--- config.mk ---
export PLATFORM = sky130hd
export DESIGN_NAME = mem_cmd_slice
export DESIGN_NICKNAME = d
export VERILOG_FILES = /design/src/common/tcp_glue_pkg.sv /design/src/source/mem_cmd_slice.sv
export SDC_FILE = /design/constraint.sdc
export NUM_CORES = 1
export LEC_CHECK = 0
export BUFFER_PORTS_ARGS = -buffer_cell sky130_fd_sc_hd__buf_2
export CORE_MARGIN = 5
export CORE_UTILIZATION = 39
export CTS_BUF_LIST = sky130_fd_sc_hd__clkbuf_4
export DETAILED_ROUTE_END_ITERATION = 16
export HOLD_SLACK_MARGIN = 0.08
export PLACE_DENSITY = 0.84
export SLEW_MARGIN = 20
export SYNTH_ARGS = -nofsm -noshare
export SYNTH_HDL_FRONTEND = slang
export SYNTH_SLANG_ARGS = --single-unit
--- constraint.sdc ---
create_clock -name net_clk -period 1.75 [get_ports net_clk]
set_clock_uncertainty 0.05 [all_clocks]
set_input_delay 0.35 -clock net_clk [delete_from_list [all_inputs] [get_ports net_clk]]
set_output_delay 0.35 -clock net_clk [all_outputs]
set_load 0.01 [all_outputs]
--- src/common/tcp_glue_pkg.sv ---
package tcp_glue_pkg;

  // data path widths
  localparam int NET_WIDTH      = 64;                      // engine side beat
  localparam int MEM_WIDTH      = 512;                     // memory side word
  localparam int BEATS_PER_WORD = MEM_WIDTH / NET_WIDTH;   // 8 lanes per word
  localparam int NET_KEEP_W     = NET_WIDTH / 8;           // one bit per byte
  localparam int MEM_KEEP_W     = MEM_WIDTH / 8;

  // command words
  localparam int CMD_WORD_W = 72;                          // engine side
  localparam int MEM_ADDR_W = 64;                          // memory side address
  localparam int MEM_LEN_W  = 32;                          // memory side length

  // register block
  localparam int APB_ADDR_W = 4;
  localparam int CNT_W      = 16;                          // counters and fill level

  localparam logic [APB_ADDR_W-1:0] REG_RX_LIMIT = 4'h0;   // rw, buffer fill limit
  localparam logic [APB_ADDR_W-1:0] REG_RX_COUNT = 4'h4;   // ro, delayed fill level
  localparam logic [APB_ADDR_W-1:0] REG_RD_CMDS  = 4'h8;   // ro, tx read commands
  localparam logic [APB_ADDR_W-1:0] REG_RD_PKTS  = 4'hC;   // ro, tx read packets

  // engine command word, seen raw or split into fields
  typedef union packed {
    logic [CMD_WORD_W-1:0] raw;
    struct packed {
      logic [7:0]  spare_hi;                               // 71:64 unused
      logic [31:0] address;                                // 63:32
      logic [8:0]  spare_lo;                               // 31:23 unused
      logic [22:0] length;                                 // 22:0
    } fields;
  } mem_cmd_word_u;

endpackage

--- src/source/mem_cmd_slice.sv ---
`timescale 1ns/1ps

module mem_cmd_slice import tcp_glue_pkg::*; (
  input  logic                  net_clk,
  input  logic                  net_aresetn,
  input  logic                  cmd_valid,
  output logic                  cmd_ready,
  input  mem_cmd_word_u         cmd_word,
  output logic                  mem_valid,
  input  logic                  mem_ready,
  output logic [MEM_ADDR_W-1:0] mem_address,
  output logic [MEM_LEN_W-1:0]  mem_length
);

  mem_cmd_word_u held_word;                                // one-deep slot

  assign cmd_ready = !mem_valid || mem_ready;              // refill as the slot drains

  always_ff @(posedge net_clk) begin
    if (!net_aresetn) begin
      mem_valid <= 1'b0;
    end else if (cmd_ready) begin
      mem_valid <= cmd_valid;                              // empty or taken this cycle
    end
  end

  always_ff @(posedge net_clk) begin
    if (cmd_valid && cmd_ready) begin
      held_word.raw <= cmd_word.raw;
    end
  end

  // zero extend both fields to the memory command widths
  assign mem_address = MEM_ADDR_W'(held_word.fields.address);
  assign mem_length  = MEM_LEN_W'(held_word.fields.length);

  assert property (@(posedge net_clk) disable iff (!net_aresetn)
    mem_valid && !mem_ready |=> mem_valid && $stable(held_word.raw))
    else $error("held command word changed while stalled");

endmodule

; Word level (Yosys, flattened, before mapping)
; Index checks and enable logic that the tools add are counted.
[word_totals]
ff_bits = 65
in_bits = 76
out_inout_bits = 98
elab_cells = 5
[classes]
n_reduce_logical = 3
[op_table]
columns = operator, n
row1 = $logic_and A1 B1 Y1, 1
row2 = $logic_not A1 Y1, 1
row3 = $logic_or A1 B1 Y1, 1

; Longest topological paths before layout
[logic_depth]
depth_word = 3
mapped_depth = 2
mapped_depth_nobuf = 2

; Worst setup path before layout
; No wires, ideal clock.
[synth_timing]
kind = input to register
start = input port mem_ready
end = register held_word[0] (netlist name) (enable)
setup_ns = 0.374
arrival_time_ns = 0.974
t_required_ns = 1.326
path_slack_ns = 0.352
path_stages = 2
path_buffers = 0
cell_sequence = nand2b_4 > and2_4
[synth_via]
elab_chain_len = 2
[synth_lines]
columns = element, line_no
row1 = "start, declared", mem_cmd_slice.sv:10  ; input logic mem_ready,
row2 = $logic_or A1 B1 Y1, mem_cmd_slice.sv:17  ; assign cmd_ready = !mem_valid || mem_ready;
row3 = $logic_and A1 B1 Y1, mem_cmd_slice.sv:28  ; if (cmd_valid && cmd_ready) begin
row4 = "end, declared", mem_cmd_slice.sv:15  ; mem_cmd_word_u held_word;
; Every way passes these cells.
; A chain may end at the register's enable or synchronous reset.

; Final worst setup path
[layout_timing]
start = register mem_valid
end = output port cmd_ready
[layout_via]
elab_chain_len = 2
[layout_lines]
columns = element, line_no
row1 = "start, declared", mem_cmd_slice.sv:9  ; output logic mem_valid,
row2 = "start signal, assigned", mem_cmd_slice.sv:23  ; mem_valid <= cmd_valid;
row3 = $logic_not A1 Y1, mem_cmd_slice.sv:17
row4 = $logic_or A1 B1 Y1, mem_cmd_slice.sv:17
row5 = "end, declared", mem_cmd_slice.sv:7  ; output logic cmd_ready,
; Every way passes these cells.

==> reports/qor.yml <==
status: "finished clean"
cts_tree: "built"
syn_area_mm2: 0.002021
syn-mean-instance-area_um2: 19.81
endpoint_kind: "output port"
grt_pass1_wl_mm: 5.430
diodes: 0
worst_ep_arrival_time_ns: 0.97
cp_cell_sequence: "nand2b_4 > buf_2"
root_buffer: "clkbuf_4"
worstSetupPathType: "flop to output port"
drc: 0
required_ns: 1.35
worstSetupStartpointType: "flop"
yosysSeqAreaShare_pct: 82.72
yosysTopAreaCell: "edfxtp_1"
dieArea_mm2: 0.006721
period_share_pct: 78.32
ir_drop_v: 0.0003083
firstDrtPassIters: 4
min_path_type: "primary input to flop"
reg2reg_depth: 3
synth-seq-cells: 56
area_delta_synth_final_pct: 51.83
port-buffer-count: 115
synthDistinctLibCells: 8
vias: 1295
coreArea_mm2: 0.005075
drv_cap: 0
grt_max_degree: 33
p_leak_nw: 1.386
cts.sink_count: 56
fin_tns_setup_ns: 0
num_io_pins: 174
utilization_pct: 60.45
routedWlPerCell_um: 13.74
multi_input_area_um2: 187.7
crit_slowest_cell: "dfxtp_1"
cts_setup_buffers: 0
dp_hpwl_mm: 3.167
cts.reportedPaths.clkPinSlew_ns: 0.15
clock_path_buffers: 2
synth_area_leaders: "edfxtp_1 82%, buf_4 15%, dfxtp_1 0.99%"
initial_core_util_pct: 39.82
r2r_setup_slack_ns: 0.48
power-per-cell-area_mw_per_mm2: 856.2
seqCellArea_mm2: 0.001672
endpoint: "cmd_ready"
mostFrequentLayoutCells: "115 x buf_2, 55 x edfxtp_1, 43 x dlygate4sd3_1"
antenna_found_initial: 0
layout-drive-gt1-share_pct: 47.58
final_common_cell: "buf_2"
yosys_warnings: 0
reg2reg_to: "held_word[43]"
grt_pass1_vias: 1156
fp-row-count: 26
r2r_start: "mem_valid"
postSynthCellCount: 102
wl_mm: 4.659
cts_inserted_buffers: 5
timing.critical_path.from: "mem_valid"
report.final.slew_viol_count: 0
ant_nets: 0
finalSetupViolCount: 0
grt_usage_pct: 11.32
cp_slowest_stage_delay_ns: 0.40
clk_latency_ns: 0.36
gr-total-overflow: 0
die_y_um: 81.98
design_area_mm2: 0.003068
htreeDepth: 2
fill_cells: 413
drtIter0Drc: 43
fin_hold_ws_ns: 0.1045
gp_congestion: 0.6862
period_needed_ns: 1.371
rsz0062_at_grt: "no"
yosysTopAreaCellShare_pct: 81.73
fin_nets: 344
die_x_um: 81.98
timing.fmax_mhz: 729.6
cp_max_fo: 3
total_power_mw: 2.627
place_area_mm2: 0.002554
hold_viol_final: 0
vias_per_cell: 3.820
## synth_stat cells, drive strengths merged
cell    number
a21boi       1
and2         1
buf         41
conb         1
dfxtp        1
edfxtp      55
inv          1
nand2b       1
## sequential cells by signal, summed over array words and instances (netlist names)
register / flops
mem_valid: 1
held_word: 55
## worst min-delay path by stage
stage               cells past startpoint            to  slack [ns]        start
global placement                        2     mem_valid        0.44    mem_valid
CTS                                     1  held_word[1]        0.08  cmd_word[1]
finish                                  1  held_word[9]        0.10  cmd_word[9]
global route                            1  held_word[9]        0.08  cmd_word[9]
floorplan                               0  held_word[0]        0.40  cmd_word[0]
detailed placement                      2     mem_valid        0.45    mem_valid
## final cells by class
class / instances / area share (%)
Sequential cell: 56 / 54.49
Multi-Input combinational cell: 44 / 6.117
Tap cell: 70 / 2.855
Inverter: 1 / 0.1223
Clock buffer: 6 / 1.468
Clock inverter: 2 / 1.264
Timing Repair Buffer: 160 / 33.69
## report_power, final
group	leakage [nW]	internal (mW)	switching (mW)	total, mW
Clock	0.0463	0.323	0.376	0.699
Sequential	0.540	1.56	0.0184	1.58
Combinational	0.799	0.169	0.177	0.346
## logic make-up (layout without fill, tap and decap cells)
group | after synthesis | count (layout) | synth area share [%]
buf+inv | 42 | 169 | 15.42
flops | 56 | 56 | 82.72
other cells | 1 | 41 | 0.1856
compound gates | 1 | 1 | 0.5572
simple gates | 2 | 2 | 1.114
## per-stage QoR
stage	setup WS, ns	instances
4_1_cts	0.3445	307
5_1_grt	0.2958	339
3_5_place_dp	0.3413	288
6_report	0.3793	339
2_1_floorplan	0.3519	142
3_3_place_gp	0.3626	288
## worst max-delay path: cells and delay by family (launching register included)
kind,cells,cell delay (ns)
and+or+nand+nor,1,0.07
buffers and inverters,1,0.14
DFF,1,0.40
## what timing repair did
action,CTS,global route
hold endpoints to repair,11,32
resized for setup,0,0
hold buffers,11,32
setup endpoints to repair,0,0
## layer usage
| layer | track usage [%] | share of wire (%) |
|---|---|---|
| met1 | 10.69 | 30 |
| met2 | 21.16 | 58 |
| met3 | 3.180 | 10 |
| met4 | 7.143 | 1.6 |
| met5 | 0 | 0 |
No activity file was read; power rests on OpenSTA's default activity.
