**src/common/tcp_glue_pkg.sv**
```systemverilog
package tcp_glue_pkg;

  // data path widths
  localparam int NET_WIDTH      = 64;                      // engine side beat
  localparam int MEM_WIDTH      = 512;                     // memory side word
  localparam int BEATS_PER_WORD = MEM_WIDTH / NET_WIDTH;   // 8 lanes per word
  localparam int NET_KEEP_W     = NET_WIDTH / 8;           // one bit per byte
  localparam int MEM_KEEP_W     = MEM_WIDTH / 8;

  // command words
  localparam int CMD_WORD_W = 72;                          // engine side
  localparam int MEM_ADDR_W = 64;                          // memory side address
  localparam int MEM_LEN_W  = 32;                          // memory side length

  // register block
  localparam int APB_ADDR_W = 4;
  localparam int CNT_W      = 16;                          // counters and fill level

  localparam logic [APB_ADDR_W-1:0] REG_RX_LIMIT = 4'h0;   // rw, buffer fill limit
  localparam logic [APB_ADDR_W-1:0] REG_RX_COUNT = 4'h4;   // ro, delayed fill level
  localparam logic [APB_ADDR_W-1:0] REG_RD_CMDS  = 4'h8;   // ro, tx read commands
  localparam logic [APB_ADDR_W-1:0] REG_RD_PKTS  = 4'hC;   // ro, tx read packets

  // engine command word, seen raw or split into fields
  typedef union packed {
    logic [CMD_WORD_W-1:0] raw;
    struct packed {
      logic [7:0]  spare_hi;                               // 71:64 unused
      logic [31:0] address;                                // 63:32
      logic [8:0]  spare_lo;                               // 31:23 unused
      logic [22:0] length;                                 // 22:0
    } fields;
  } mem_cmd_word_u;

endpackage

```
**src/source/tx_read_unpacker.sv**
```systemverilog
`timescale 1ns/1ps

module tx_read_unpacker import tcp_glue_pkg::*; (
  input  logic                  net_clk,
  input  logic                  net_aresetn,
  input  logic                  in_valid,
  input  logic [MEM_WIDTH-1:0]  in_data,
  input  logic [MEM_KEEP_W-1:0] in_keep,
  input  logic                  in_last,
  output logic                  in_ready,
  output logic                  out_valid,
  output logic [NET_WIDTH-1:0]  out_data,
  output logic [NET_KEEP_W-1:0] out_keep,
  output logic                  out_last,
  input  logic                  out_ready
);

  localparam int LANE_W = $clog2(BEATS_PER_WORD);

  logic [MEM_WIDTH-1:0]  word_data;
  logic [MEM_KEEP_W-1:0] word_keep;
  logic                  word_last;
  logic                  word_valid;
  logic [LANE_W-1:0]     lane_idx;                         // lane on the output now
  logic [LANE_W-1:0]     last_lane;                        // highest lane with bytes
  logic                  in_fire;
  logic                  out_fire;

  // highest keep group that holds any byte
  function automatic logic [LANE_W-1:0] top_lane(input logic [MEM_KEEP_W-1:0] keep);
    logic [LANE_W-1:0] lane;
    lane = '0;
    for (int i = 0; i < BEATS_PER_WORD; i++) begin
      if (|keep[i*NET_KEEP_W +: NET_KEEP_W]) begin
        lane = LANE_W'(i);
      end
    end
    return lane;
  endfunction

  assign in_ready  = !word_valid;
  assign in_fire   = in_valid && in_ready;
  assign out_valid = word_valid;
  assign out_fire  = out_valid && out_ready;
  assign out_data  = word_data[lane_idx*NET_WIDTH +: NET_WIDTH];
  assign out_keep  = word_keep[lane_idx*NET_KEEP_W +: NET_KEEP_W];
  assign out_last  = word_last && (lane_idx == last_lane);  // only on the final beat

  always_ff @(posedge net_clk) begin
    if (!net_aresetn) begin
      word_valid <= 1'b0;
      lane_idx   <= '0;
    end else if (in_fire) begin
      word_valid <= |in_keep;                              // a word without bytes is dropped
      lane_idx   <= '0;
    end else if (out_fire) begin
      if (lane_idx == last_lane) begin
        word_valid <= 1'b0;
        lane_idx   <= '0;
      end else begin
        lane_idx <= lane_idx + 1'b1;
      end
    end
  end

  always_ff @(posedge net_clk) begin
    if (in_fire) begin
      word_data <= in_data;
      word_keep <= in_keep;
      word_last <= in_last;
      last_lane <= top_lane(in_keep);
    end
  end

  // memory returns bytes packed from the low end, so no gaps below the top lane
  assert property (@(posedge net_clk) disable iff (!net_aresetn)
    out_valid |-> |out_keep)
    else $error("unpacker emitted a beat without bytes");

endmodule

```
**config.mk**
```make
export PLATFORM = sky130hd
export DESIGN_NAME = tx_read_unpacker
export DESIGN_NICKNAME = d
export VERILOG_FILES = /design/src/common/tcp_glue_pkg.sv /design/src/source/tx_read_unpacker.sv
export SDC_FILE = /design/constraint.sdc
export NUM_CORES = 1
export LEC_CHECK = 0
export ABC_AREA = 1
export BUFFER_PORTS_ARGS = -buffer_cell sky130_fd_sc_hd__buf_4
export CELL_PAD_IN_SITES_DETAIL_PLACEMENT = 2
export CELL_PAD_IN_SITES_GLOBAL_PLACEMENT = 2
export CORE_ASPECT_RATIO = 1.5
export CORE_MARGIN = 2
export CORE_UTILIZATION = 31
export CTS_CLUSTER_DIAMETER = 150
export CTS_CLUSTER_SIZE = 8
export DETAILED_ROUTE_END_ITERATION = 8
export HOLD_SLACK_MARGIN = 0.15
export PLACE_DENSITY = 0.84
export SETUP_SLACK_MARGIN = 0.02
export SYNTH_ARGS = -nofsm -noshare
export SYNTH_HDL_FRONTEND = slang
export SYNTH_SLANG_ARGS = --single-unit
```
**constraint.sdc**
```tcl
create_clock -name net_clk -period 26.1 [get_ports net_clk]
set_clock_uncertainty 0.05 [all_clocks]
set_input_delay 2.61 -clock net_clk [delete_from_list [all_inputs] [get_ports net_clk]]
set_output_delay 2.61 -clock net_clk [all_outputs]
set_load 0.02 [all_outputs]
```
After elaboration in Yosys (flattened, before gate mapping). Cells that the tools add are included.

Add/sub/neg operators: 1. $mul: 0. Divide/modulo/power cells: 0. Order comparisons: 0. Equal/unequal tests: 1. Shifts and indexed selects: 2. Mux-type cells: 10. Bitwise logic cells: 1. Reductions and logical operators: 18.

Operator list (number): 512-bit by 10-bit indexed part select with 64-bit output (1); 64-bit OR reduction (1); 64-bit by 7-bit indexed part select with 8-bit output (1); 8-bit OR reduction (7); 32-bit OR reduction (1); 16-bit OR reduction (1); 3-bit two-way mux (3); 1-bit two-way mux (5); 2-bit two-way mux (2); 2-bit nonzero test (2); 3-bit by 1-bit adder with 3-bit output (second input constant) (1); 3-bit == test (1); 1-bit logical AND (3); 2-bit AND reduction (1); 2-bit OR reduction (1); 1-bit logical NOT (1); 1-bit inverter (1).

Register bits: 584. Bits in latches: 0. Bits in writable memories: 0. Memory bits (read-only): 0. Input port bits: 581. Word-level logic and storage cells: 41. Memories: 0.

Logic depth before layout (Yosys ltp).
Word-level depth: 7. Mapped depth: 9. Depth with buffers taken out: 9.

Least setup slack after synthesis. OpenSTA, ideal clock, no wires.

Kind: input -> register. Start point: input port in_valid. End point: register last_lane[0], enable pin. Setup time: 1.558 ns. Arrival time: 26.920 ns. Data required time: 24.492 ns. Setup slack: -2.428 ns. Stages on the path: 2. Buffers on the path: 0. Cell sequence: inv_1 > nor2_1.

Word-level cells in the longest chain between the ends: 1.

RTL lines: from (decl) (line tx_read_unpacker.sv:6) `input logic in_valid,`; 1-bit logical AND (line tx_read_unpacker.sv:42) `assign in_fire = in_valid && in_ready;`; via in_fire (line tx_read_unpacker.sv:26) `logic in_fire;`; to (signal assigned) (line tx_read_unpacker.sv:71) `last_lane <= top_lane(in_keep);`; to (decl) (line tx_read_unpacker.sv:25) `logic [LANE_W-1:0] last_lane;`.

The timed path passes the listed nets, and every way through them passes these cells. A chain may end at the register's enable or synchronous reset.

Worst setup path in the final report.
Start point: register lane_idx[0]. End point: output port out_data[26].

Word-level cells in the longest chain between the ends: 1.

RTL lines: from (decl) (line tx_read_unpacker.sv:24) `logic [LANE_W-1:0] lane_idx;`; from (signal assigned) (line tx_read_unpacker.sv:61) `lane_idx <= lane_idx + 1'b1;`; 512-bit by 10-bit indexed part select with 64-bit output (line tx_read_unpacker.sv:45) `assign out_data = word_data[lane_idx*NET_WIDTH +: NET_WIDTH];`; to (decl) (line tx_read_unpacker.sv:12) `output logic [NET_WIDTH-1:0] out_data,`.

No other way between the ends.

==> impl_metrics.ini <==
[layout]
area_growth_pct = 35.2
fin_area_um2 = 30900
utilization_pct = 42.4
final_common_cell = buf_4
drive_gt1_share_pct = 32.0
nNetsFinal = 2956
mostFrequentLayoutCells = buf_4 (667), edfxtp_1 (580), nor2_1 (478), nand2_1 (246), o21ai_0 (147)

[synth]
ys_warn_count = 0
synth_cell_types = 21
async_flop_share_pct = 0
synthCells = 1730
syn_nets = 2312
synth_area_per_cell_um2 = 13.2
synth_edf_count = 580
syn_area_um2 = 22800
ys.flop_type = edfxtp_1
ys_seq_elements = 584
yosysSeqAreaShare_pct = 76.6

[placement]
port_buffers = 655
place_congestion = 0.851
dp_hpwl_mm = 63.5
place_area_um2 = 28700

[die]
ios = 656
die_w_um = 226
start_util_pct = 31.4
rows = 121
die_h_um = 336
coreArea_um2 = 72800
die_area_um2 = 75900

[clocking]
tritoncts = built
cts_resized = 0
cts_inserted_buffers = 82
numClockSinks = 584
hold_buffers = 0
clk_latency_ns = 0.61
clk_pin_slew_ns = 0.05
cts_root_buf = clkbuf_16
h-tree-depth = 3
cts_setup_buffers = 0
clockBufferDepth = 3

[detailed_routing]
vias_per_cell = 5.07
ant_nets = 0
drcViolationCount = 0
routed_wl_mm = 90.5
vias = 17182
drt_first_iter_violations = 1123
firstDrtPassIters = 5
wire_per_inst_um = 26.7

[timing]
post-route-period-util_pct = 26.7
finalSetupTns_ns = 0
tightest_slew_ns = 1.39
rsz0062_at_grt = false
max_freq_ghz = 0.144
slew_violations = 0
finalSetupViolCount = 0
period_needed_ns = 6.97
max_slew_margin_pct = 7.52
hold_violations = 0

[setup_path]
arrival_ns = 4.31
cp-start-kind = flop
cp_cell_sequence = inv_8 > buf_4 > buf_4 > nor2_1 > o32ai_1 > nand2_1 > nand2_1 > buf_4
cpPeakStageDelay_ns = 0.77
critPathRequiredTime_ns = 23.44
cpMostUsedCell = buf_4
end_kind = primary output
slowest_stage = buf_4
path_class = flop to primary output
critical_path.max_fanout = 114

[worst_hold_path]
hp-class = flop to flop

[global_route]
track_usage_pct = 23.3
grt_max_degree = 189
overflow = 0
grt_pass1_vias = 19871
grt_first_pass_wirelength_mm = 129
antenna_found_initial = 17

[run_status]
outcome = finished, final reports clean

[run]
cap_violations = 0

[power]
leakage_nw = 11.8
p_per_area_nw_per_um2 = 74.7
irDropWorstVdd_v = 0.0000453
## cell type report
class	count	area [µm²]
antenna	15	37.5
clock inverter	5	77.6
timing repair buffer	670	5070
tap	984	1230
inverter	9	43.8
multi-input combinational	1027	4810
sequential	584	17500
clock buffer	96	2100
fill	7332	41900
## cell families after synthesis
| logic type | Yosys count | synth area share (%) |
|---|---|---|
| flops | 584 | 76.6 |
| fa+ha+maj | 1 | 0.0548 |
| compound gates | 295 | 8.86 |
| xor+xnor | 5 | 0.192 |
| simple gates | 726 | 11.9 |
| buf+inv | 119 | 2.38 |
## through the flow
stage,hold WS [ns],cells,power [mW],setup WS [ns]
after global routing,0.717,3390,2.38,18.89
after global placement,0.524,3274,1.35,19.74
after floorplan,0.546,1730,1.26,7.77
after detailed placement,0.632,3274,1.37,19.66
after CTS,0.673,3375,2.33,18.98
final,0.667,3390,2.31,19.13
## where the power goes
group / total, mW / internal, mW / switching, mW
clock: 0.955 / 0.561 / 0.394
combinational: 0.224 / 0.0969 / 0.127
sequential: 1.13 / 1.11 / 0.0229
## sequential cells by signal, summed over array words and instances, names as in the netlist
name and cells:
word_keep 64, lane_idx 3, word_data 512, out_valid 1, last_lane 3, word_last 1
## Yosys cell counts, types with 2 or more instances
cell      instances  share of area [%]
xor2_1            2              0.077
buf_2            59                1.3
buf_1             5              0.082
nor2_1          479                7.9
edfxtp_1        580                 76
inv_1             7               0.12
o21ai_0         147                3.2
nand2_1         246                4.0
dfxtp_1           4               0.35
xnor2_1           3               0.12
a21oi_1           2              0.044
buf_6             2              0.099
o32ai_1         144                5.5
buf_4             2              0.066
clkbuf_1         42               0.69
## per-layer routing
layer	part of all wire (%)	track usage, %
met1	33	22.7
met2	54	44.0
met3	7.9	6.85
met4	4.9	12.1
met5	0.030	0
## critical path, delay by kind of cell, from the launching register on
family | cells | cell delay, ns
buffers and inverters | 4 | 2.08
AOI/OAI and AO/OA | 1 | 0.59
DFF | 1 | 0.52
and+or+nand+nor | 3 | 0.41
## worst paths after layout
path          startpoint             end  slack (ns)  cells past startpoint
max          lane_idx[0]    out_data[26]       19.13                      8
min            out_valid       out_valid        0.67                      2
max reg2reg    out_valid  word_data[410]       22.34                      4
min reg2reg    out_valid       out_valid        0.67                      2
No activity file was read; power rests on OpenSTA's default activity.
