`src/common/tcp_glue_pkg.sv`:
```
package tcp_glue_pkg;

  // data path widths
  localparam int NET_WIDTH      = 64;                      // engine side beat
  localparam int MEM_WIDTH      = 512;                     // memory side word
  localparam int BEATS_PER_WORD = MEM_WIDTH / NET_WIDTH;   // 8 lanes per word
  localparam int NET_KEEP_W     = NET_WIDTH / 8;           // one bit per byte
  localparam int MEM_KEEP_W     = MEM_WIDTH / 8;

  // command words
  localparam int CMD_WORD_W = 72;                          // engine side
  localparam int MEM_ADDR_W = 64;                          // memory side address
  localparam int MEM_LEN_W  = 32;                          // memory side length

  // register block
  localparam int APB_ADDR_W = 4;
  localparam int CNT_W      = 16;                          // counters and fill level

  localparam logic [APB_ADDR_W-1:0] REG_RX_LIMIT = 4'h0;   // rw, buffer fill limit
  localparam logic [APB_ADDR_W-1:0] REG_RX_COUNT = 4'h4;   // ro, delayed fill level
  localparam logic [APB_ADDR_W-1:0] REG_RD_CMDS  = 4'h8;   // ro, tx read commands
  localparam logic [APB_ADDR_W-1:0] REG_RD_PKTS  = 4'hC;   // ro, tx read packets

  // engine command word, seen raw or split into fields
  typedef union packed {
    logic [CMD_WORD_W-1:0] raw;
    struct packed {
      logic [7:0]  spare_hi;                               // 71:64 unused
      logic [31:0] address;                                // 63:32
      logic [8:0]  spare_lo;                               // 31:23 unused
      logic [22:0] length;                                 // 22:0
    } fields;
  } mem_cmd_word_u;

endpackage

```
`src/source/tx_write_packer.sv`:
```
`timescale 1ns/1ps

module tx_write_packer import tcp_glue_pkg::*; (
  input  logic                  net_clk,
  input  logic                  net_aresetn,
  input  logic                  in_valid,
  input  logic [NET_WIDTH-1:0]  in_data,
  input  logic [NET_KEEP_W-1:0] in_keep,
  input  logic                  in_last,
  output logic                  in_ready,
  output logic                  out_valid,
  output logic [MEM_WIDTH-1:0]  out_data,
  output logic [MEM_KEEP_W-1:0] out_keep,
  output logic                  out_last,
  input  logic                  out_ready
);

  localparam int CNT_BITS = $clog2(BEATS_PER_WORD) + 1;    // spare bit so overrun is visible

  logic [CNT_BITS-1:0] lane_cnt;                           // next lane to fill
  logic                in_fire;
  logic                close_word;

  assign in_ready   = !out_valid;                          // stall while a word waits
  assign in_fire    = in_valid && in_ready;
  assign close_word = in_fire && (in_last || lane_cnt == CNT_BITS'(BEATS_PER_WORD - 1));

  always_ff @(posedge net_clk) begin
    if (!net_aresetn) begin
      lane_cnt  <= '0;
      out_valid <= 1'b0;
    end else begin
      if (close_word) begin
        lane_cnt  <= '0;                                   // next word starts at lane 0
        out_valid <= 1'b1;
      end else begin
        if (in_fire) begin
          lane_cnt <= lane_cnt + 1'b1;
        end
        if (out_valid && out_ready) begin
          out_valid <= 1'b0;
        end
      end
    end
  end

  // the output registers double as the accumulator
  always_ff @(posedge net_clk) begin
    if (in_fire) begin
      if (lane_cnt == '0) begin
        out_keep <= '0;                                    // unfilled lanes end up with no bytes
      end
      out_data[lane_cnt*NET_WIDTH +: NET_WIDTH]   <= in_data;
      out_keep[lane_cnt*NET_KEEP_W +: NET_KEEP_W] <= in_keep;
      out_last                                    <= in_last;  // closing beat decides
    end
  end

  assert property (@(posedge net_clk) disable iff (!net_aresetn)
    lane_cnt < CNT_BITS'(BEATS_PER_WORD))
    else $error("packer lane counter ran past the last lane");

endmodule

```
`config.mk`:
```
export PLATFORM = sky130hd
export DESIGN_NAME = tx_write_packer
export DESIGN_NICKNAME = d
export VERILOG_FILES = /design/src/common/tcp_glue_pkg.sv /design/src/source/tx_write_packer.sv
export SDC_FILE = /design/constraint.sdc
export NUM_CORES = 1
export LEC_CHECK = 0
export ABC_AREA = 1
export BUFFER_PORTS_ARGS = -buffer_cell sky130_fd_sc_hd__buf_2
export CAP_MARGIN = 5
export CORE_MARGIN = 3
export CORE_UTILIZATION = 30
export CTS_BUF_LIST = sky130_fd_sc_hd__clkbuf_4 sky130_fd_sc_hd__clkbuf_8
export DETAILED_ROUTE_END_ITERATION = 7
export PLACE_DENSITY_LB_ADDON = 0.2
export SLEW_MARGIN = 5
export SYNTH_ARGS = -nofsm -noshare
export SYNTH_HDL_FRONTEND = slang
export SYNTH_SLANG_ARGS = --single-unit
```
`constraint.sdc`:
```
create_clock -name net_clk -period 4.8 [get_ports net_clk]
set_clock_uncertainty 0.15 [all_clocks]
set_input_delay 0.24 -clock net_clk [delete_from_list [all_inputs] [get_ports net_clk]]
set_output_delay 0.24 -clock net_clk [all_outputs]
set_load 0.02 [all_outputs]
```
## Word-level counts from Yosys, hierarchy flattened

Index checks and enable logic that the tools add are counted.
Widths: inputs -> output; s select.

| storage, ports and cells | value |
|---|---|
| bits in registers | 582 |
| bits of input ports | 77 |

| operators by class | value |
|---|---|
| $add $sub $neg | 3 |
| equality and inequality tests | 1 |
| shift operators | 4 |
| mux-type cells | 6 |
| bitwise logic cells | 1 |
| reduce and logical (&&, ||, !) cells | 8 |

Operators by type and width:

| cell | count |
|---|---|
| $bwmux 512 | 1 |
| $shift 64x34->512 const A | 1 |
| $shiftx 64x34->512 | 1 |
| $mux 64 | 2 |
| $bwmux 64 | 1 |
| $shift 8x34->64 const A | 1 |
| $shiftx 8x34->64 | 1 |
| $neg 10->34 | 1 |
| $neg 7->34 | 1 |
| $add 4x1->4 const B | 1 |
| $eq 4x3->1 const B | 1 |
| $logic_not 4->1 | 1 |
| $logic_and 1x1->1 | 3 |
| $mux 1 | 2 |
| $reduce_bool 2->1 | 1 |
| $reduce_or 2->1 | 1 |
| $logic_not 1->1 | 1 |
| $logic_or 1x1->1 | 1 |
| $not 1->1 | 1 |

## Longest topological paths before layout

Gate-level depths: netlist of run 1.

| depth | value |
|---|---|
| word-level depth | 4 |
| mapped depth | 13 |
| depth with buffers taken out | 10 |

## Worst setup path before layout of run 1

OpenSTA, ideal clock, no wires.

| timing | value |
|---|---|
| path kind | register -> register |
| start | register, netlist name lane_cnt[0] |
| end | register out_data[0], enable pin |
| data arrival time | 4426 ps |
| required time | 4163 ps |
| slack | -262 ps |
| stages on the path, launching flop included | 12 |
| clock period less this slack | 5062 ps |
| path through | dfxtp_1 -> buf_2 -> inv_2 -> buf_2 -> buf_2 -> ha_1 -> buf_2 -> nor2_1 -> nand2_1 -> nor2_2 -> nand4_2 -> nor2_1 |

RTL lines:

| what | line | text |
|---|---|---|
| end signal: indexed assignment | tx_write_packer.sv:53 | `out_data[lane_cnt*NET_WIDTH +: NET_WIDTH] <= in_data;` |
| end: declaration | tx_write_packer.sv:12 | `output logic [MEM_WIDTH-1:0] out_data,` |

==> run_results.csv, run 1 <==
group,metric,value,unit
global_route,gr-usage-all-layers,23.1,%
sta,fin_crit,3.56,ns
clock_tree,cts_buffers,100,
sta,slew_headroom,23.8,%
sta,drv_slew,0,
final_layout,area_growth,31.7,%
global_route,grt-ovfl-total,0,
sta,tightest_slew,1.13,ns
final_layout,layout-drive-gt1-share,36.6,%
worst_hold_path,hold_path.class,"in -> reg",
logic_synthesis,syn_area,22400,µm²
placed_design,portBuffers,655,
die,io_pins,656,
final_layout,most-common-layout-cells,"buf_2 (655), edfxtp_1 (577), nor2_1 (524)",
clock_tree,clk_pin_slew_worst_paths,0.06,ns
sta,totalNegativeSetupSlack,0,ns
logic_synthesis,synth_top_area_share,77.2,%
final_layout,final_nets,2531,
die,initial_core_util,30.5,%
clock_tree,cts_sinks,582,
logic_synthesis,synth_cells,1694,
die,core_area,73500,µm²
logic_synthesis,ys.flop_type,"edfxtp_1",
clock_tree,cts_resized,0,
die,dieHeight,279,µm
die,dieWidth,279,µm
logic_synthesis,syn_avg_cell_area,13.2,µm²
placed_design,routabilityCongestion,0.871,
logic_synthesis,synth_top_area_cell,"edfxtp_1",
critical_path,cp_max_fo,77,
logic_synthesis,synthArstFlopShare,0,%
worst_hold_path,min_from,"in_last",
global_route,grt_pass1_wl,128,mm
power_and_ir_drop,p_per_area,381,nW/µm²
final_layout,layout_commonest_cell,"buf_2",
run,max_cap_viol_count,0,
drt,first_iter_violations,1376,
placed_design,dp_hpwl,68.9,mm
logic_synthesis,yosysWarningCount,0,
logic_synthesis,seq_area_frac_synth,77.7,%
sta,rsz0062_at_grt,"false",
critical_path,r2r_slack,1.24,ns
logic_synthesis,synthTopCellsByArea,"edfxtp_1 (77%), nor2_1 (8.9%), nor3_2 (2.5%)",
die,dieArea,78100,µm²
clock_tree,cts_tree,"built",
global_route,antenna_found_initial,3,
clock_tree,cts_buffer_depth,3,
global_route,grt_max_degree,81,
sta,setup_viol,0,
critical_path,crit_required,5.01,ns
power_and_ir_drop,p_leak,11.3,nW
logic_synthesis,syn-num-nets,1774,
critical_path,reg2reg_from,"lane_cnt[2]",
critical_path,worst_setup_path_start_kind,"register",
critical_path,endpoint_kind,"register",
status,outcome,"completed",
drt,drtAntennaViolNets,0,
clock_tree,htreeDepth,3,
sta,finalCritPeriodShare,74.1,%
worst_hold_path,holdPathEnd,"out_last",
drt,wl,92.7,mm
drt,vias,16600,
critical_path,reg2reg_depth,11,
drt,routed_via_density,4.76,
clock_tree,clkLatencyLatePin,0.68,ns
sta,final_hold_viol_count,0,
global_route,grt_pass1_vias,16900,
final_layout,final_cells,3498,
drt,wl_per_cell,26.5,µm
clock_tree,cts_hold_buffers,76,
critical_path,cp.arrival,3.77,ns
clock_tree,post_cts_buffers,0,
power_and_ir_drop,ir_worst_vdd,246,µV
drt,firstDrtPassIters,7,
critical_path,timing.rr.end,"out_data[266]",
sta,clock.fmax,281,MHz
drt,drc_errors,0,
clock_tree,cts-root-buf,"clkbuf_8",
placed_design,dpl.cell_count,3232,
critical_path,path_class,"reg -> reg",
logic_synthesis,ys_seq_elements,582,
logic_synthesis,synth_cell_types,29,
die,num_rows,99,
worst_hold_path,min_delay_path_depth,2,
logic_synthesis,synth_edf_count,577,
flip-flops by register name, indices dropped and copies added, names as in the netlist:
name / count
lane_cnt: 4
out_data: 512
out_keep: 64
out_last: 1
out_valid: 1
worst max-delay path by stage:
stage	startpoint	endpoint	depth (start not counted)
floorplan	lane_cnt[0]	out_data[0]	11
global placement	lane_cnt[2]	out_data[318]	11
detailed placement	lane_cnt[2]	out_data[261]	11
CTS	lane_cnt[2]	out_data[318]	11
global route	lane_cnt[2]	out_data[266]	11
finish	lane_cnt[2]	out_data[266]	11
where the power goes:
part	switching [mW]	total (mW)	internal, mW
Clock	2.11	4.68	2.57
Combinational	0.713	0.900	0.187
Sequential	0.0337	5.67	5.64
Total	2.85	11.3	8.40
critical path, stage by stage (launching register included):
cell and delay, ns:
dfxtp_1 0.44, nor2_1 0.08, nand2_1 0.10, inv_1 0.06, ha_1 0.39, inv_1 0.15, nor2_8 0.23, nand2_8 0.34
nor2_1 0.29, nand2_1 0.14, clkinv_2 0.45, buf_4 0.37
cell usage after synthesis, types with 5 or more instances:
cell and n:
edfxtp_1 577, inv_1 134, buf_2 62, buf_1 7, dfxtp_1 5, nor3_1 58
nor2_1 529, nand2_1 108, nand2_2 6, nor3_2 56, buf_6 13, nand3_1 89
inv_2 7, clkbuf_1 19
metal layers:
metal	GRT usage (%)	up-vias	share of wire [%]
met5	0	-	0
li1	-	7287	-
met1	25.4	8311	34
met2	42.9	882	53
met3	6.58	156	9.0
met4	7.41	0	3.2
area by class of cell:
type / instances / area, µm²
antenna: 2 / 5.00
clock buffer: 141 / 1700
clock inverter: 47 / 365
fill: 7106 / 43900
inverter: 141 / 533
multi-input combinational: 870 / 4010
sequential: 582 / 17400
tap: 959 / 1200
timing repair buffer: 756 / 4300
stage by stage:
step / hold WS (ns) / utilization, % / instance area [µm²] / setup slack, ns / total power, mW
floorplan: 0.189 / - / 22400 / 0.812 / 6.25
global placement: 0.335 / 36.4 / 26700 / 1.14 / 6.64
detailed placement: 0.338 / 36.4 / 26700 / 1.16 / 6.64
CTS: 0.104 / 40.2 / 29500 / 1.10 / 11.4
global route: 0.150 / 40.2 / 29500 / 0.913 / 11.7
finish: 0.183 / 40.2 / 29500 / 1.24 / 11.3
cells by family (layout without fill, tap and decap cells):
| logic type | Yosys count | in the layout | synth area share [%] |
|---|---|---|---|
| other | 0 | 2 | 0 |
| AND/OR/NAND/NOR | 858 | 858 | 17.1 |
| adder cells (fa/ha/maj) | 3 | 3 | 0.167 |
| XOR/XNOR | 1 | 1 | 0.0391 |
| buffers and inverters | 242 | 1085 | 4.83 |
| flip-flops | 582 | 582 | 77.7 |
| AO/OA/AOI/OAI | 8 | 8 | 0.190 |
Power figures use the tool's default switching activity.
==> run 2: changes to the inputs <==
- clock period: 4.8 -> 3.35 ns (I/O delays scaled with it)
==> run 2 against run 1 <==
  * Non-clock buffer count increased by 47
  * Register-to-register slack got worse by 0.88 ns
  * Worst hold slack got worse by 0.084 ns
  * Die area unchanged
  * Power increased by 41%
  * Utilization increased by 0.62 points
  * Clock power increased by 37%
  * Sequential share of layout area decreased by 0.90 points
  * Final cell count increased by 1.0%
  * Fmax increased by 19%
  * Cell area increased by 1.5%
  * Clock-buffer cell count increased by 1
  * Largest cell class unchanged
==> run_results.csv, run 2 (same netlist as run 1, synthesis figures left out) <==
group,metric,value,unit
sta,tightest_slew,1.22,ns
critical_path,cp.arrival,3.23,ns
die,dieArea,78100,µm²
run,max_cap_viol_count,0,
final_layout,fin_area,30000,µm²
sta,finalCritPeriodShare,89.3,%
clock_tree,cts-root-buf,"clkbuf_8",
clock_tree,clk_pin_slew_worst_paths,0.06,ns
critical_path,critPathBufInv,4,
drt,routed_via_density,4.64,
drt,vias,16400,
sta,setup_viol,0,
final_layout,layout_commonest_cell,"buf_2",
die,io_pins,656,
sta,totalNegativeSetupSlack,0,ns
critical_path,cp_max_fo,19,
drt,wl_per_cell,26.1,µm
die,initial_core_util,30.5,%
critical_path,endpoint_kind,"register",
status,outcome,"completed",
final_layout,layout-drive-gt1-share,38.0,%
clock_tree,clkLatencyLatePin,0.68,ns
die,dieHeight,279,µm
final_layout,final_nets,2576,
sta,rsz0062_at_grt,"false",
clock_tree,cts_sinks,582,
critical_path,path_class,"reg -> reg",
critical_path,crit_required,3.59,ns
drt,first_iter_violations,1174,
worst_hold_path,hold_path.class,"in -> reg",
critical_path,crit_family,"buffers and inverters",
power_and_ir_drop,power.total,15.9,mW
placed_design,dp_hpwl,70.3,mm
power_and_ir_drop,p_leak,11.6,nW
power_and_ir_drop,p_per_area,529,nW/µm²
placed_design,place_area,27300,µm²
global_route,grt_max_degree,129,
die,core_area,73500,µm²
global_route,grt_pass1_wl,126,mm
clock_tree,cts_buffer_depth,3,
clock_tree,cts_hold_buffers,76,
final_layout,largestRegisters,"out_data: 512 flops, out_keep: 64 flops, lane_cnt: 4 flops",
placed_design,dp_slack,0.368,ns
global_route,gr-usage-all-layers,22.9,%
power_and_ir_drop,ir_worst_vdd,297,µV
sta,slew_headroom,17.8,%
global_route,antenna_found_initial,3,
sta,fin_crit,2.99,ns
critical_path,worst_setup_path_start_kind,"register",
final_layout,top_register,"out_data",
clock_tree,cts_buffers,98,
placed_design,routabilityCongestion,0.898,
clock_tree,cts_tree,"built",
final_layout,largest_register_ffs,512,
sta,final_hold_viol_count,0,
drt,wl,92.0,mm
die,num_rows,99,
sta,layout_setup_ws,0.358,ns
die,dieWidth,279,µm
drt,firstDrtPassIters,5,
global_route,grt-ovfl-total,0,
critical_path,crit_path_max_incr_delay,0.44,ns
drt,drc_errors,0,
placed_design,portBuffers,655,
drt,drtAntennaViolNets,0,
sta,drv_slew,0,
critical_path,crit_path_cell_trace,"nor2_1, nand2_1, inv_1, ha_1, inv_1, nor2_8, nand2_8, nor2_1, nand2_1, clkinvlp_4, buf_12",
clock_tree,post_cts_buffers,0,
critical_path,cp_slowest_cell,"dfxtp_1",
final_layout,fin_util,40.8,%
clock_tree,htreeDepth,3,
global_route,grt_pass1_vias,17300,
sta,clock.fmax,334,MHz
final_layout,most-common-layout-cells,"buf_2 (655), edfxtp_1 (577), nor2_1 (524)",
clock_tree,cts_resized,0,
final_layout,area_growth,33.7,%
-- run 2: area by class of cell --
class	count	area, µm²
timing repair buffer	803	4870
inverter	141	543
antenna	4	10.0
multi-input combinational	870	4010
clock buffer	142	1690
tap	959	1200
fill	7145	43500
clock inverter	32	258
sequential	582	17400
-- run 2: worst paths after layout --
kind	startpoint	endpoint	slack (ns)	cells after the start
worst max register to register	lane_cnt[2]	out_data[285]	0.36	11
worst min register to register	lane_cnt[1]	lane_cnt[1]	0.38	2
worst max-delay path	lane_cnt[2]	out_data[285]	0.36	11
worst min-delay path	in_last	out_last	0.1	2
-- run 2: per-layer routing --
| layer | vias up | global-route usage [%] | share of wire (%) |
|---|---|---|---|
| li1 | 7350 | - | - |
| met1 | 8114 | 24.5 | 35 |
| met2 | 791 | 42.1 | 52 |
| met3 | 154 | 6.30 | 8.5 |
| met4 | 0 | 10.2 | 4.3 |
| met5 | - | 0 | 0 |
-- run 2: where the power goes --
| group | leakage (nW) | internal (mW) | switching (mW) |
|---|---|---|---|
| Clock | 1.03 | 3.47 | 2.95 |
| Sequential | 5.73 | 8.07 | 0.0495 |
| Combinational | 4.82 | 0.304 | 1.01 |
| Total | 11.6 | 11.9 | 4.01 |
-- run 2: stage by stage --
step,hold slack [ns],instances
after detailed placement,0.260,3279
after global placement,0.258,3279
after floorplan,0.116,1694
final,0.0988,3533
after global routing,0.0712,3529
after CTS,0.0359,3529
==> run 3: changes to the inputs <==
--- a/config.mk
+++ b/config.mk
@@ -9,8 +9,8 @@
 export BUFFER_PORTS_ARGS = -buffer_cell sky130_fd_sc_hd__buf_2
 export CAP_MARGIN = 5
-export CORE_MARGIN = 3
-export CORE_UTILIZATION = 30
+export CORE_AREA = 3 3 255 257
 export CTS_BUF_LIST = sky130_fd_sc_hd__clkbuf_4 sky130_fd_sc_hd__clkbuf_8
 export DETAILED_ROUTE_END_ITERATION = 7
+export DIE_AREA = 0 0 258 260
 export PLACE_DENSITY_LB_ADDON = 0.2
 export SLEW_MARGIN = 5
==> constraint.sdc (replaced) <==
create_clock -name net_clk -period 3.35 [get_ports net_clk]
set_clock_uncertainty 0.15 [all_clocks]
set_input_delay 1.005 -clock net_clk [delete_from_list [all_inputs] [get_ports net_clk]]
set_output_delay 1.005 -clock net_clk [all_outputs]
set_load 0.02 [all_outputs]
==> run 3 against run 2 <==
  * Non-clock buffer count fell by 90
  * Sequential power barely moved
  * Global-route usage rose by 3.2 points
  * Utilization rose by 5.0 points
  * Routed wire length fell by 1.8%
  * Fmax fell by 4.3%
  * Die area fell by 14%
  * Cell area fell by 3.8%
  * Sequential cell count did not move
  * First-iteration DRC count rose by 16%
  * Power fell by 2.1%
  * Via count fell by 0.23%
==> run_results.csv, run 3 (same netlist as run 1, synthesis figures left out) <==
group,metric,value,unit
worst_hold_path,hold_path.class,"reg -> reg",
power_and_ir_drop,swShare,25.9,%
critical_path,crit_required,3.58,ns
die,num_rows,92,
placed_design,place_area,27000,µm²
critical_path,reg2reg_from,"lane_cnt[2]",
drt,drc_errors,0,
placed_design,dpl.cell_count,3152,
worst_hold_path,min_delay_path_depth,2,
final_layout,layout_commonest_cell,"buf_2",
run,max_cap_viol_count,0,
placed_design,dp_hpwl,67.2,mm
critical_path,path_class,"reg -> reg",
final_layout,area_growth,28.6,%
final_layout,fin_area,28800,µm²
die,io_pins,656,
clock_tree,cts-root-buf,"clkbuf_8",
power_and_ir_drop,power_frac_seq,52.3,%
drt,firstDrtPassIters,5,
clock_tree,post_cts_buffers,0,
final_layout,largest_register_ffs,512,
clock_tree,cts_resized,0,
status,outcome,"completed",
final_layout,top_register,"out_data",
global_route,gr-usage-all-layers,26.1,%
clock_tree,clk_pin_slew_worst_paths,0.07,ns
global_route,grt_max_degree,129,
final_layout,layout-drive-gt1-share,38.2,%
final_layout,final_nets,2485,
sta,slew_headroom,21.3,%
critical_path,endpoint,"out_data[68]",
critical_path,cp.arrival,3.35,ns
clock_tree,clkLatencyLatePin,0.70,ns
power_and_ir_drop,combPwrFrac,8.0,%
critical_path,timing.rr.end,"out_data[68]",
sta,final_hold_viol_count,0,
die,initial_core_util,35.6,%
clock_tree,cts_tree,"built",
sta,setup_viol,0,
clock_tree,htreeDepth,3,
power_and_ir_drop,clockPowerShare,39.6,%
global_route,grt_pass1_wl,124,mm
critical_path,r2r_slack,0.23,ns
die,core_area,63000,µm²
drt,wl_per_cell,27.1,µm
sta,layout_setup_ws,0.225,ns
clock_tree,cts_buffers,97,
final_layout,final_cells,3331,
sta,fin_crit,3.12,ns
sta,tightest_slew,1.17,ns
placed_design,dp_slack,0.249,ns
critical_path,endpoint_kind,"register",
critical_path,worst_setup_path_start_kind,"register",
drt,drtAntennaViolNets,0,
global_route,grt-ovfl-total,0,
drt,vias,16400,
die,dieArea,67100,µm²
drt,wl,90.4,mm
power_and_ir_drop,p_per_area,538,nW/µm²
sta,finalCritPeriodShare,93.3,%
critical_path,crit_start,"lane_cnt[2]",
final_layout,largestRegisters,"out_data: 512 flops, out_keep: 64 flops, lane_cnt: 4 flops",
global_route,antenna_found_initial,9,
global_route,grt_pass1_vias,16700,
power_and_ir_drop,p_int,11.5,mW
power_and_ir_drop,p_leak,11.1,nW
drt,routed_via_density,4.91,
placed_design,routabilityCongestion,0.934,
die,dieWidth,258,µm
clock_tree,cts_buffer_depth,3,
placed_design,portBuffers,655,
sta,clock.fmax,320,MHz
clock_tree,cts_hold_buffers,0,
final_layout,fin_util,45.8,%
sta,totalNegativeSetupSlack,0,ns
drt,first_iter_violations,1363,
final_layout,most-common-layout-cells,"buf_2 (655), edfxtp_1 (577), nor2_1 (524)",
sta,rsz0062_at_grt,"false",
clock_tree,cts_sinks,582,
power_and_ir_drop,ir_worst_vdd,294,µV
critical_path,cp_max_fo,15,
die,dieHeight,260,µm
sta,drv_slew,0,
power_and_ir_drop,power.switching,4.03,mW
critical_path,reg2reg_depth,9,
==> run 3: changes by cell type in the layout (fill, tap and decap cells not counted), sizes merged <==
| cell | previous run | this run |
|---|---|---|
| buf | 727 | 713 |
| bufinv | 3 | 2 |
| clkbuf | 142 | 123 |
| clkinv | 22 | 46 |
| diode | 4 | 3 |
| dlygate4sd3 | 76 | 0 |
| inv | 142 | 140 |
==> run 3: metrics by stage <==
| stage | hold WS [ns] | power, mW |
|---|---|---|
| 6_report | 0.390 | 15.5 |
| 5_1_grt | 0.355 | 16.0 |
| 4_1_cts | 0.330 | 15.6 |
| 3_5_place_dp | 0.377 | 9.53 |
| 3_3_place_gp | 0.355 | 9.53 |
| 2_1_floorplan | 0.333 | 8.96 |
==> run 3: worst min-delay path by stage <==
| stage | startpoint | end | slack (ns) |
|---|---|---|---|
| global route | in_last | out_last | 0.36 |
| detailed placement | lane_cnt[1] | lane_cnt[1] | 0.38 |
| CTS | in_last | out_last | 0.33 |
| global placement | lane_cnt[1] | lane_cnt[1] | 0.36 |
| finish | lane_cnt[1] | lane_cnt[1] | 0.39 |
| floorplan | lane_cnt[1] | lane_cnt[1] | 0.33 |
==> run 3: power groups by stage <==
stage / clock, mW / sequential (mW) / combinational [mW]
6_report: 6.15 / 8.12 / 1.25
5_1_grt: 6.58 / 8.13 / 1.33
4_1_cts: 6.26 / 8.12 / 1.26
3_5_place_dp: 0 / 8.27 / 1.26
3_3_place_gp: 0 / 8.28 / 1.25
2_1_floorplan: 0 / 8.40 / 0.562
==> run 3: per-layer routing <==
metal,global-route usage [%],vias to the layer above,share of wire (%)
li1,-,7186,-
met1,28.2,8174,34
met2,47.4,845,52
met3,8.22,152,9.5
met4,10.5,14,3.8
met5,0,-,0.10
==> run 3: final cells by class <==
cell class | instances | area (µm²)
fillers | 5911 | 34100
inverters | 141 | 543
multi-input cells | 870 | 4010
well taps | 846 | 1060
clock inverters | 53 | 307
clock buffers | 123 | 1540
repair buffers | 713 | 3950
diodes | 3 | 7.51
flip-flops and latches | 582 | 17400
==> run 3: critical path, cell delays in order, from the launching register on <==
cell and delay [ns]:
dfxtp_1 0.44, nor2_1 0.08, nand2_1 0.08, inv_1 0.06
ha_1 0.38, inv_1 0.15, nor2_8 0.24, nand2_1 0.27
nor2_4 0.59, buf_4 0.35
